--- src/logic/csr_pkg.sv ---
// widths, typedefs, csr addresses, access operations and counter event indices
`default_nettype none

package csr_pkg;

  ////////////////////////////////////////////////////////////
  // widths and types
  ////////////////////////////////////////////////////////////

  typedef logic [11:0] csr_addr_t;
  typedef logic [31:0] csr_data_t;
  // top bit marks an interrupt, low 5 bits the code
  typedef logic [5:0]  exc_cause_t;

  localparam int N_PERF_CNT = 8;
  // one bit per counter
  typedef logic [N_PERF_CNT-1:0] perf_mask_t;

  // access operation from decode
  typedef enum logic [1:0] {
    CSR_OP_NONE  = 2'b00,
    CSR_OP_WRITE = 2'b01,
    CSR_OP_SET   = 2'b10,
    CSR_OP_CLEAR = 2'b11
  } csr_op_e;

  ////////////////////////////////////////////////////////////
  // addresses
  ////////////////////////////////////////////////////////////

  localparam csr_addr_t ADDR_MSTATUS   = 12'h300;
  localparam csr_addr_t ADDR_MISA      = 12'h301;
  localparam csr_addr_t ADDR_MTVEC     = 12'h305;
  localparam csr_addr_t ADDR_MEPC      = 12'h341;
  localparam csr_addr_t ADDR_MCAUSE    = 12'h342;
  localparam csr_addr_t ADDR_MVENDORID = 12'hF11;
  localparam csr_addr_t ADDR_MARCHID   = 12'hF12;
  localparam csr_addr_t ADDR_MIMPID    = 12'hF13;
  localparam csr_addr_t ADDR_MHARTID   = 12'hF14;
  // perf counter block
  localparam csr_addr_t ADDR_PCER      = 12'h7A0;
  localparam csr_addr_t ADDR_PCMR      = 12'h7A1;
  localparam csr_addr_t ADDR_PCCR_BASE = 12'h780;
  localparam csr_addr_t ADDR_PCCR_ALL  = 12'h79F;

  // mstatus fields, mpp is two bits wide
  localparam int MSTATUS_MIE_BIT  = 3;
  localparam int MSTATUS_MPIE_BIT = 7;
  localparam int MSTATUS_MPP_LSB  = 11;

  // counter event slots
  localparam int EV_CYCLE    = 0;
  localparam int EV_INSTR    = 1;
  localparam int EV_LD_STALL = 2;
  localparam int EV_IMISS    = 3;
  localparam int EV_LOAD     = 4;
  localparam int EV_STORE    = 5;
  localparam int EV_BRANCH   = 6;
  localparam int EV_BR_TAKEN = 7;

  // bit 0 global enable, bit 1 saturate
  localparam logic [1:0] PCMR_RESET = 2'd3;

endpackage

`default_nettype wire

--- src/logic/csr_access_if.sv ---
// interface for the decoded csr access between controller and register blocks
`timescale 1ns/10ps
`default_nettype none

interface csr_access_if
  import csr_pkg::*;
();

  // access side, driven by the controller
  csr_addr_t addr;
  // final value with set or clear already applied
  csr_data_t wdata;
  logic      we;

  // read side, one pair per register block
  csr_data_t rdata_trap;
  logic      hit_trap;
  csr_data_t rdata_perf;
  logic      hit_perf;

  modport ctrl (
    output addr, wdata, we,
    input  rdata_trap, hit_trap, rdata_perf, hit_perf
  );

  modport reg_blk (
    input  addr, wdata, we,
    output rdata_trap, hit_trap, rdata_perf, hit_perf
  );

endinterface

`default_nettype wire

--- src/logic/csr_access_ctrl.sv ---
// csr access controller: operation merge, write enable and read data select
`timescale 1ns/10ps
`default_nettype none

module csr_access_ctrl
  import csr_pkg::*;
(
  input  wire logic      csr_access_i,
  input  wire csr_addr_t csr_addr_i,
  input  wire csr_op_e   csr_op_i,
  input  wire csr_data_t csr_wdata_i,
  csr_access_if.ctrl     acc,
  output csr_data_t      csr_rdata_o
);

  ////////////////////////////////////////////////////////////
  // read side
  ////////////////////////////////////////////////////////////

  // blocks decode their own addresses
  // perf block first, trap block already returns 0 when unmapped
  always_comb begin
    if (acc.hit_perf) begin
      csr_rdata_o = acc.rdata_perf;
    end else if (acc.hit_trap) begin
      csr_rdata_o = acc.rdata_trap;
    end else begin
      csr_rdata_o = '0;
    end
  end

  ////////////////////////////////////////////////////////////
  // write side
  ////////////////////////////////////////////////////////////

  assign acc.addr = csr_addr_i;

  // set and clear act on the current read value
  always_comb begin
    case (csr_op_i)
      CSR_OP_SET:   acc.wdata = csr_rdata_o | csr_wdata_i;
      CSR_OP_CLEAR: acc.wdata = csr_rdata_o & ~csr_wdata_i;
      default:      acc.wdata = csr_wdata_i;
    endcase
  end

  // no write on a plain read or an idle cycle
  assign acc.we = csr_access_i && (csr_op_i != CSR_OP_NONE);

endmodule

`default_nettype wire

--- src/logic/csr_trap_regs.sv ---
// machine trap registers: mstatus, mepc, mcause, identity reads, trap entry and mret
`timescale 1ns/10ps
`default_nettype none

module csr_trap_regs
  import csr_pkg::*;
(
  input  wire logic        clk,
  input  wire logic        rst_n,
  csr_access_if.reg_blk    acc,
  input  wire logic [3:0]  core_id_i,
  input  wire logic [5:0]  cluster_id_i,
  input  wire logic [23:0] boot_addr_i,
  input  wire csr_data_t   pc_if_i,
  input  wire csr_data_t   pc_id_i,
  input  wire csr_data_t   pc_ex_i,
  input  wire csr_data_t   branch_target_i,
  input  wire logic        exc_save_if_i,
  input  wire logic        exc_save_id_i,
  input  wire logic        exc_save_takenbranch_i,
  input  wire logic        data_load_event_ex_i,
  input  wire logic        save_exc_cause_i,
  input  wire exc_cause_t  exc_cause_i,
  input  wire logic        exc_restore_mret_i,
  output csr_data_t        epc_o,
  output logic             irq_enable_o
);

  logic       mie_q, mie_n;
  logic       mpie_q, mpie_n;
  csr_data_t  mepc_q, mepc_n;
  exc_cause_t mcause_q, mcause_n;
  csr_data_t  exc_pc;

  ////////////////////////////////////////////////////////////
  // read decode
  ////////////////////////////////////////////////////////////

  always_comb begin
    acc.rdata_trap = '0;
    acc.hit_trap   = 1'b1;
    case (acc.addr)
      ADDR_MSTATUS: begin
        // always machine mode, mpp fixed
        acc.rdata_trap[MSTATUS_MPP_LSB +: 2] = 2'b11;
        acc.rdata_trap[MSTATUS_MPIE_BIT]     = mpie_q;
        acc.rdata_trap[MSTATUS_MIE_BIT]      = mie_q;
      end
      ADDR_MTVEC:   acc.rdata_trap = {boot_addr_i, 8'h00};
      ADDR_MEPC:    acc.rdata_trap = mepc_q;
      // interrupt flag moves up to bit 31
      ADDR_MCAUSE:  acc.rdata_trap = {mcause_q[5], 26'b0, mcause_q[4:0]};
      ADDR_MHARTID: acc.rdata_trap = {21'b0, cluster_id_i, 1'b0, core_id_i};
      // no ids allocated, read as zero
      ADDR_MISA, ADDR_MVENDORID, ADDR_MARCHID, ADDR_MIMPID: acc.rdata_trap = '0;
      default:      acc.hit_trap = 1'b0;
    endcase
  end

  ////////////////////////////////////////////////////////////
  // next state
  ////////////////////////////////////////////////////////////

  // load events in ex take priority over the one-hot selects
  always_comb begin
    exc_pc = pc_id_i;
    if (data_load_event_ex_i) begin
      exc_pc = pc_ex_i;
    end else if (exc_save_if_i) begin
      exc_pc = pc_if_i;
    end else if (exc_save_takenbranch_i) begin
      exc_pc = branch_target_i;
    end
  end

  always_comb begin
    mie_n    = mie_q;
    mpie_n   = mpie_q;
    mepc_n   = mepc_q;
    mcause_n = mcause_q;
    if (acc.we) begin
      case (acc.addr)
        ADDR_MSTATUS: begin
          mie_n  = acc.wdata[MSTATUS_MIE_BIT];
          mpie_n = acc.wdata[MSTATUS_MPIE_BIT];
        end
        ADDR_MEPC:   mepc_n   = acc.wdata;
        ADDR_MCAUSE: mcause_n = {acc.wdata[31], acc.wdata[4:0]};
        default: ;
      endcase
    end
    // trap entry overrides a csr write in the same cycle
    if (save_exc_cause_i) begin
      mpie_n   = mie_q;
      mie_n    = 1'b0;
      mepc_n   = exc_pc;
      mcause_n = exc_cause_i;
    end else if (exc_restore_mret_i) begin
      mie_n  = mpie_q;
      mpie_n = 1'b1;
    end
  end

  always_ff @(posedge clk or negedge rst_n) begin
    if (!rst_n) begin
      mie_q    <= 1'b0;
      mpie_q   <= 1'b0;
      mepc_q   <= '0;
      mcause_q <= '0;
    end else begin
      mie_q    <= mie_n;
      mpie_q   <= mpie_n;
      mepc_q   <= mepc_n;
      mcause_q <= mcause_n;
    end
  end

  assign epc_o        = mepc_q;
  assign irq_enable_o = mie_q;

  ////////////////////////////////////////////////////////////
  // controller contract
  ////////////////////////////////////////////////////////////

  a_ex_vs_branch: assert property (@(posedge clk) disable iff (!rst_n)
    !(exc_save_takenbranch_i && data_load_event_ex_i));

  a_save_onehot: assert property (@(posedge clk) disable iff (!rst_n)
    $onehot0({exc_save_if_i, exc_save_id_i, exc_save_takenbranch_i}));

  a_trap_vs_mret: assert property (@(posedge clk) disable iff (!rst_n)
    !(save_exc_cause_i && exc_restore_mret_i));

endmodule

`default_nettype wire

--- src/logic/csr_perf_counters.sv ---
// performance counters: event gating, counter registers, pcer and pcmr
`timescale 1ns/10ps
`default_nettype none

module csr_perf_counters
  import csr_pkg::*;
(
  input  wire logic     clk,
  input  wire logic     rst_n,
  csr_access_if.reg_blk acc,
  input  wire logic     id_valid_i,
  input  wire logic     is_decoding_i,
  input  wire logic     ld_stall_i,
  input  wire logic     imiss_i,
  input  wire logic     pc_set_i,
  input  wire logic     mem_load_i,
  input  wire logic     mem_store_i,
  input  wire logic     branch_i,
  input  wire logic     branch_taken_i
);

  logic       id_valid_q;
  perf_mask_t ev;
  perf_mask_t inc, inc_q;
  perf_mask_t pcer_q;
  logic [1:0] pcmr_q;
  perf_mask_t cnt_wr;
  csr_data_t  pccr_q [N_PERF_CNT];

  ////////////////////////////////////////////////////////////
  // events
  ////////////////////////////////////////////////////////////

  // stall events use last cycle's id_valid
  assign ev[EV_CYCLE]    = 1'b1;
  assign ev[EV_INSTR]    = id_valid_i & is_decoding_i;
  assign ev[EV_LD_STALL] = ld_stall_i & id_valid_q;
  // fetch wait, not counting redirects
  assign ev[EV_IMISS]    = imiss_i & ~pc_set_i;
  assign ev[EV_LOAD]     = mem_load_i;
  assign ev[EV_STORE]    = mem_store_i;
  assign ev[EV_BRANCH]   = branch_i & id_valid_q;
  assign ev[EV_BR_TAKEN] = branch_i & branch_taken_i & id_valid_q;

  // per-counter enable and global enable
  assign inc = ev & pcer_q & {N_PERF_CNT{pcmr_q[0]}};

  ////////////////////////////////////////////////////////////
  // address decode
  ////////////////////////////////////////////////////////////

  // the all-counter address is write only, reads 0
  always_comb begin
    acc.rdata_perf = '0;
    acc.hit_perf   = 1'b0;
    if (acc.addr == ADDR_PCER) begin
      acc.hit_perf                   = 1'b1;
      acc.rdata_perf[N_PERF_CNT-1:0] = pcer_q;
    end else if (acc.addr == ADDR_PCMR) begin
      acc.hit_perf        = 1'b1;
      acc.rdata_perf[1:0] = pcmr_q;
    end else if (acc.addr == ADDR_PCCR_ALL) begin
      acc.hit_perf = 1'b1;
    end
    for (int i = 0; i < N_PERF_CNT; i++) begin
      if (acc.addr == ADDR_PCCR_BASE + csr_addr_t'(i)) begin
        acc.hit_perf   = 1'b1;
        acc.rdata_perf = pccr_q[i];
      end
    end
  end

  always_comb begin
    for (int i = 0; i < N_PERF_CNT; i++) begin
      cnt_wr[i] = acc.we && ((acc.addr == ADDR_PCCR_BASE + csr_addr_t'(i)) ||
                             (acc.addr == ADDR_PCCR_ALL));
    end
  end

  ////////////////////////////////////////////////////////////
  // registers
  ////////////////////////////////////////////////////////////

  always_ff @(posedge clk or negedge rst_n) begin
    if (!rst_n) begin
      id_valid_q <= 1'b0;
      inc_q      <= '0;
      pcer_q     <= '0;
      pcmr_q     <= PCMR_RESET;
      for (int i = 0; i < N_PERF_CNT; i++) begin
        pccr_q[i] <= '0;
      end
    end else begin
      id_valid_q <= id_valid_i;
      // increment lands one cycle after the event
      inc_q      <= inc;
      if (acc.we && acc.addr == ADDR_PCER) begin
        pcer_q <= acc.wdata[N_PERF_CNT-1:0];
      end
      if (acc.we && acc.addr == ADDR_PCMR) begin
        pcmr_q <= acc.wdata[1:0];
      end
      for (int i = 0; i < N_PERF_CNT; i++) begin
        // csr write beats a pending increment
        if (cnt_wr[i]) begin
          pccr_q[i] <= acc.wdata;
        end else if (inc_q[i] && (pccr_q[i] != '1 || !pcmr_q[1])) begin
          pccr_q[i] <= pccr_q[i] + 32'd1;
        end
      end
    end
  end

  // saturated counter holds under a registered increment
  for (genvar g = 0; g < N_PERF_CNT; g++) begin : g_sat_chk
    a_sat_hold: assert property (@(posedge clk) disable iff (!rst_n)
      (inc_q[g] && pcmr_q[1] && pccr_q[g] == '1 && !cnt_wr[g]) |=> (pccr_q[g] == '1));
  end

endmodule

`default_nettype wire

--- src/logic/csr_file.sv ---
// csr file top level: access controller, trap registers and performance counters
`timescale 1ns/10ps
`default_nettype none

module csr_file
  import csr_pkg::*;
(
  input  wire logic        clk,
  input  wire logic        rst_n,
  // access port from decode
  input  wire logic        csr_access_i,
  input  wire csr_addr_t   csr_addr_i,
  input  wire csr_op_e     csr_op_i,
  input  wire csr_data_t   csr_wdata_i,
  // identity and boot
  input  wire logic [3:0]  core_id_i,
  input  wire logic [5:0]  cluster_id_i,
  input  wire logic [23:0] boot_addr_i,
  // trap entry and return
  input  wire csr_data_t   pc_if_i,
  input  wire csr_data_t   pc_id_i,
  input  wire csr_data_t   pc_ex_i,
  input  wire csr_data_t   branch_target_i,
  input  wire logic        exc_save_if_i,
  input  wire logic        exc_save_id_i,
  input  wire logic        exc_save_takenbranch_i,
  input  wire logic        data_load_event_ex_i,
  input  wire logic        save_exc_cause_i,
  input  wire exc_cause_t  exc_cause_i,
  input  wire logic        exc_restore_mret_i,
  // counter events
  input  wire logic        id_valid_i,
  input  wire logic        is_decoding_i,
  input  wire logic        ld_stall_i,
  input  wire logic        imiss_i,
  input  wire logic        pc_set_i,
  input  wire logic        mem_load_i,
  input  wire logic        mem_store_i,
  input  wire logic        branch_i,
  input  wire logic        branch_taken_i,
  output csr_data_t        csr_rdata_o,
  output csr_data_t        epc_o,
  output logic             irq_enable_o
);

  csr_access_if acc_if ();

  csr_access_ctrl i_csr_access_ctrl (
    .csr_access_i (csr_access_i),
    .csr_addr_i   (csr_addr_i),
    .csr_op_i     (csr_op_i),
    .csr_wdata_i  (csr_wdata_i),
    .acc          (acc_if.ctrl),
    .csr_rdata_o  (csr_rdata_o)
  );

  csr_trap_regs i_csr_trap_regs (
    .clk                    (clk),
    .rst_n                  (rst_n),
    .acc                    (acc_if.reg_blk),
    .core_id_i              (core_id_i),
    .cluster_id_i           (cluster_id_i),
    .boot_addr_i            (boot_addr_i),
    .pc_if_i                (pc_if_i),
    .pc_id_i                (pc_id_i),
    .pc_ex_i                (pc_ex_i),
    .branch_target_i        (branch_target_i),
    .exc_save_if_i          (exc_save_if_i),
    .exc_save_id_i          (exc_save_id_i),
    .exc_save_takenbranch_i (exc_save_takenbranch_i),
    .data_load_event_ex_i   (data_load_event_ex_i),
    .save_exc_cause_i       (save_exc_cause_i),
    .exc_cause_i            (exc_cause_i),
    .exc_restore_mret_i     (exc_restore_mret_i),
    .epc_o                  (epc_o),
    .irq_enable_o           (irq_enable_o)
  );

  csr_perf_counters i_csr_perf_counters (
    .clk            (clk),
    .rst_n          (rst_n),
    .acc            (acc_if.reg_blk),
    .id_valid_i     (id_valid_i),
    .is_decoding_i  (is_decoding_i),
    .ld_stall_i     (ld_stall_i),
    .imiss_i        (imiss_i),
    .pc_set_i       (pc_set_i),
    .mem_load_i     (mem_load_i),
    .mem_store_i    (mem_store_i),
    .branch_i       (branch_i),
    .branch_taken_i (branch_taken_i)
  );

endmodule

`default_nettype wire

--- config.mk ---
export PLATFORM = sky130hd
export DESIGN_NAME = csr_file
export DESIGN_NICKNAME = d
export VERILOG_FILES = /design/src/logic/csr_pkg.sv /design/src/logic/csr_access_if.sv /design/src/logic/csr_access_ctrl.sv /design/src/logic/csr_trap_regs.sv /design/src/logic/csr_perf_counters.sv /design/src/logic/csr_file.sv
export SDC_FILE = /design/constraint.sdc
export NUM_CORES = 1
export LEC_CHECK = 0
export BUFFER_PORTS_ARGS = -buffer_cell sky130_fd_sc_hd__buf_2
export CORE_MARGIN = 5
export CORE_UTILIZATION = 40
export CTS_CLUSTER_DIAMETER = 30
export CTS_CLUSTER_SIZE = 10
export DETAILED_ROUTE_END_ITERATION = 6
export HOLD_SLACK_MARGIN = 0.1
export PLACE_DENSITY_LB_ADDON = 0.15
export SYNTH_ARGS = -nofsm -noshare
export SYNTH_HDL_FRONTEND = slang
export SYNTH_SLANG_ARGS = --single-unit
--- constraint.sdc ---
create_clock -name clk -period 3.6 [get_ports clk]
set_clock_uncertainty 0.1 [all_clocks]
set_input_delay 0.18 -clock clk [delete_from_list [all_inputs] [get_ports clk]]
set_output_delay 0.18 -clock clk [all_outputs]
set_load 0.05 [all_outputs]
==> results.py <==
metrics = {
    "sta": {
        "setup_ws_ns": 0.00844,
        "slew_viol_final": 0,
        "hold_viol": 0,
        "tightest_slew_ns": 1.23,
        "fin_crit_sh_pct": 99.8,
        "fin_tns_setup_ns": 0,
        "max_freq_mhz": 278,
        "relSlewSlack_pct": 17.6,
        "rsz0062_at_grt": "no",
        "fin_crit_ns": 3.59,
        "final-setup-viol-count": 0,
    },
    "synth": {
        "synth_seq_cells": 315,
        "synthTopCellsByArea": "dfrtp_1, mux2i_1, nor2_1, xor2_1, a21oi_1",
        "synthFlopType": "dfrtp_1",
        "yosysSeqAreaShare_pct": 35.5,
        "synth_compound_area_share_pct": 18.6,
        "netlist_area_um2": 22200,
        "synthMuxAreaShare_pct": 8.65,
        "synth_fa_ha_area_share_pct": 0.450,
        "synth.avg_cell_area_um2": 8.49,
        "yosys_warnings": 0,
        "synthesis.nets": 2857,
        "synth_async_sr_flop_share_pct": 100,
        "syn_inst": 2617,
        "synth_top_family_by_area": "simple AND/OR/NAND/NOR gates",
        "yosysTopAreaCell": "dfrtp_1",
        "synth-edff-count": 0,
        "synth_top_area_share_pct": 35.2,
        "synth_simple_gate_area_share_pct": 23.6,
        "synthXorXnorAreaFrac_pct": 9.18,
        "synth.distinct_cells": 102,
    },
    "detailed_routing": {
        "wirelength_mm": 112,
        "first_pass_iters": 7,
        "vias_per_cell": 6.07,
        "first_iter_violations": 2589,
        "vias": 24100,
        "wl_per_cell_um": 28.2,
        "drc": 0,
        "ant_nets": 0,
    },
    "clocking": {
        "cts.path.max_buffers": 3,
        "numClockSinks": 315,
        "cts-root-buf": "clkbuf_16",
        "clkTransAtPathRegs_ns": 0.04,
        "cts_tree": "built",
        "cts_htree_levels": 3,
        "numCtsBuffers": 93,
        "clk-insertion-delay-late_ns": 0.64,
    },
    "worst_setup_path": {
        "cp_cell_sequence": "mux2_2 -> a22oi_1 -> o22ai_1 -> a211oi_1 -> o21ai_1 -> o21ai_1 -> buf_12 -> o21ai_0 -> dlygate4sd3_1",
        "critPathKind": "reg2reg",
        "endpoint_kind": "flop",
        "cp.required_ns": 4.01,
        "max_stage_delay_ns": 0.80,
        "arrival_ns": 4.00,
        "ff2ff_path_depth": 9,
        "cp_common_cell": "o21ai_1",
        "cp_slowest_cell": "a211oi_1",
        "critPathMaxFanout": 9,
        "worstSetupStartpointType": "flop",
    },
    "layout": {
        "syn2layout_area_growth_pct": 35.6,
        "fill_cells": 5151,
        "nets": 3376,
        "final_common_cell": "nor2_1",
        "final_area_um2": 30200,
        "final_cell_mix": "nor2_1, dfrtp_1, buf_2",
        "final_cells": 3962,
        "drive_gt1_share_pct": 22.8,
    },
    "power": {
        "p_sw_uw": 3620,
        "p_leak_uw": 0.0126,
        "ir_drop_mv": 0.400,
        "pwr-share-seq_pct": 27.6,
        "comb_power_share_pct": 11.4,
        "clkPwrFrac_pct": 61.1,
        "p_per_area_nw_per_um2": 452,
        "power_uw": 13600,
        "p_int_uw": 10000,
        "sw_frac_of_total_pct": 26.5,
    },
    "grt": {
        "grt_pass1_vias": 23500,
        "grt_max_degree": 101,
        "track_usage_pct": 35.9,
        "grt_antenna_before_repair": 9,
        "grt_first_pass_wirelength_mm": 161,
        "grt_overflow": 0,
    },
    "place": {
        "port_buffers": 295,
        "dp_hpwl_mm": 84.7,
        "placed_cells": 3655,
        "place_congestion": 1.05,
        "post-place-ws_ns": 0.119,
        "dpl_cell_area_um2": 25600,
    },
    "die": {
        "dieArea_um2": 60400,
        "initial_utilization_pct": 40.4,
        "coreArea_um2": 55100,
        "rows": 86,
        "pin_count": 297,
        "die_w_um": 246,
        "die_h_um": 246,
    },
    "worst_hold_path": {
        "hp-class": "in2async",
    },
    "run": {
        "cap_violations": 0,
    },
    "status": {
        "status": "finished, final reports clean",
    },
}
-- cell type report --
type | instances | area (um^2) | share of cell area (%)
Multi-Input combinational cell | 2093 | 13500 | 44.9
Sequential cell | 315 | 7890 | 26.2
Timing Repair Buffer | 583 | 4380 | 14.5
Clock buffer | 128 | 2650 | 8.78
Tap cell | 748 | 936 | 3.10
Clock inverter | 41 | 557 | 1.85
Inverter | 50 | 188 | 0.622
Antenna cell | 4 | 10.0 | 0.0332
-- critical path: cells and delay by family, from the launching register on --
family                 cells  cell delay (ns)
AO/OA/AOI/OAI              6             1.81
buffers and inverters      2             0.80
flip-flops                 1             0.43
multiplexers               1             0.31
-- power by group through the flow --
stage / registers (uW) / logic [uW] / clock network [uW]
after floorplan: 3920 / 481 / 0
after global placement: 3800 / 1350 / 0
after detailed placement: 3800 / 1360 / 0
after CTS: 3760 / 1520 / 8400
after global routing: 3760 / 1620 / 8640
final: 3760 / 1550 / 8320
-- flip-flops by register name, indices dropped and copies added, names as in the netlist --
name                            cells
i_csr_trap_regs.irq_enable_o        1
i_csr_trap_regs.mcause_q            6
i_csr_perf_counters.inc_q           8
i_csr_perf_counters.pcmr_q          2
i_csr_perf_counters.pccr_q        256
i_csr_perf_counters.pcer_q          8
i_csr_trap_regs.mpie_q              1
i_csr_trap_regs.epc_o              32
i_csr_perf_counters.id_valid_q      1
-- metrics by stage --
stage	hold slack, ns	utilization (%)
after global routing	0.113	54.7
after CTS	0.102	54.7
after detailed placement	0.200	46.4
after global placement	0.199	46.4
final	0.0730	54.7
after floorplan	-0.216	-
-- logic make-up after synthesis --
| family | Yosys count |
|---|---|
| muxes | 185 |
| adders and majority gates | 8 |
| DFF | 315 |
| AOI/OAI and AO/OA | 634 |
| xor gates and xnor gates | 233 |
| buffers and inverters | 209 |
| and+or+nand+nor | 1033 |
-- metal layers --
metal | vias up | track usage [%] | share of wire, %
li1 | 10600 | - | -
met1 | 11700 | 46.1 | 40
met2 | 1380 | 56.9 | 45
met3 | 306 | 8.61 | 10
met4 | 4 | 17.7 | 5.6
met5 | - | 0 | 0.020
-- timing repair --
action,CTS,global route
pin swaps,1,1
endpoints found under the hold margin,326,0
cloned,0,0
buffers inserted,0,1
hold buffers,133,0
gates resized for setup,1,3
endpoints found under the setup margin,1,2
-- synthesized netlist by cell type (9+ instances only) --
master,count
nor2_1,322
dfrtp_1,313
a21oi_1,211
nand2_1,190
mux2i_1,155
nand3_1,130
o21ai_0,127
xor2_1,122
xnor2_1,111
nand4_1,80
a22oi_1,79
clkbuf_1,77
and3_1,72
nor3_1,70
buf_2,54
inv_1,50
mux2_2,27
nor4_1,23
o22ai_1,21
and4_1,20
buf_1,19
o211ai_1,19
o21ai_1,18
nand2b_1,17
and2_1,16
nor2b_1,15
a211oi_1,13
o21ai_2,13
or2_2,13
a31oi_1,12
or3_1,10
a31oi_2,9
-- final timing paths --
path / from / endpoint / slack [ns]
setup / recovery: i_csr_perf_counters.pccr_q[90] / i_csr_trap_regs.epc_o[26] / 0.008
hold / removal: rst_n / i_csr_perf_counters.pccr_q[18] / 0.07
setup reg to reg: i_csr_perf_counters.pccr_q[90] / i_csr_trap_regs.epc_o[26] / 0.008
hold reg to reg: i_csr_perf_counters.pcer_q[0] / i_csr_perf_counters.inc_q[0] / 0.45
max in group asynchronous: rst_n / i_csr_perf_counters.pccr_q[215] / 2.26
min in group clk: csr_wdata_i[27] / i_csr_perf_counters.pccr_q[91] / 0.13
No activity file was read; power rests on OpenSTA's default activity.
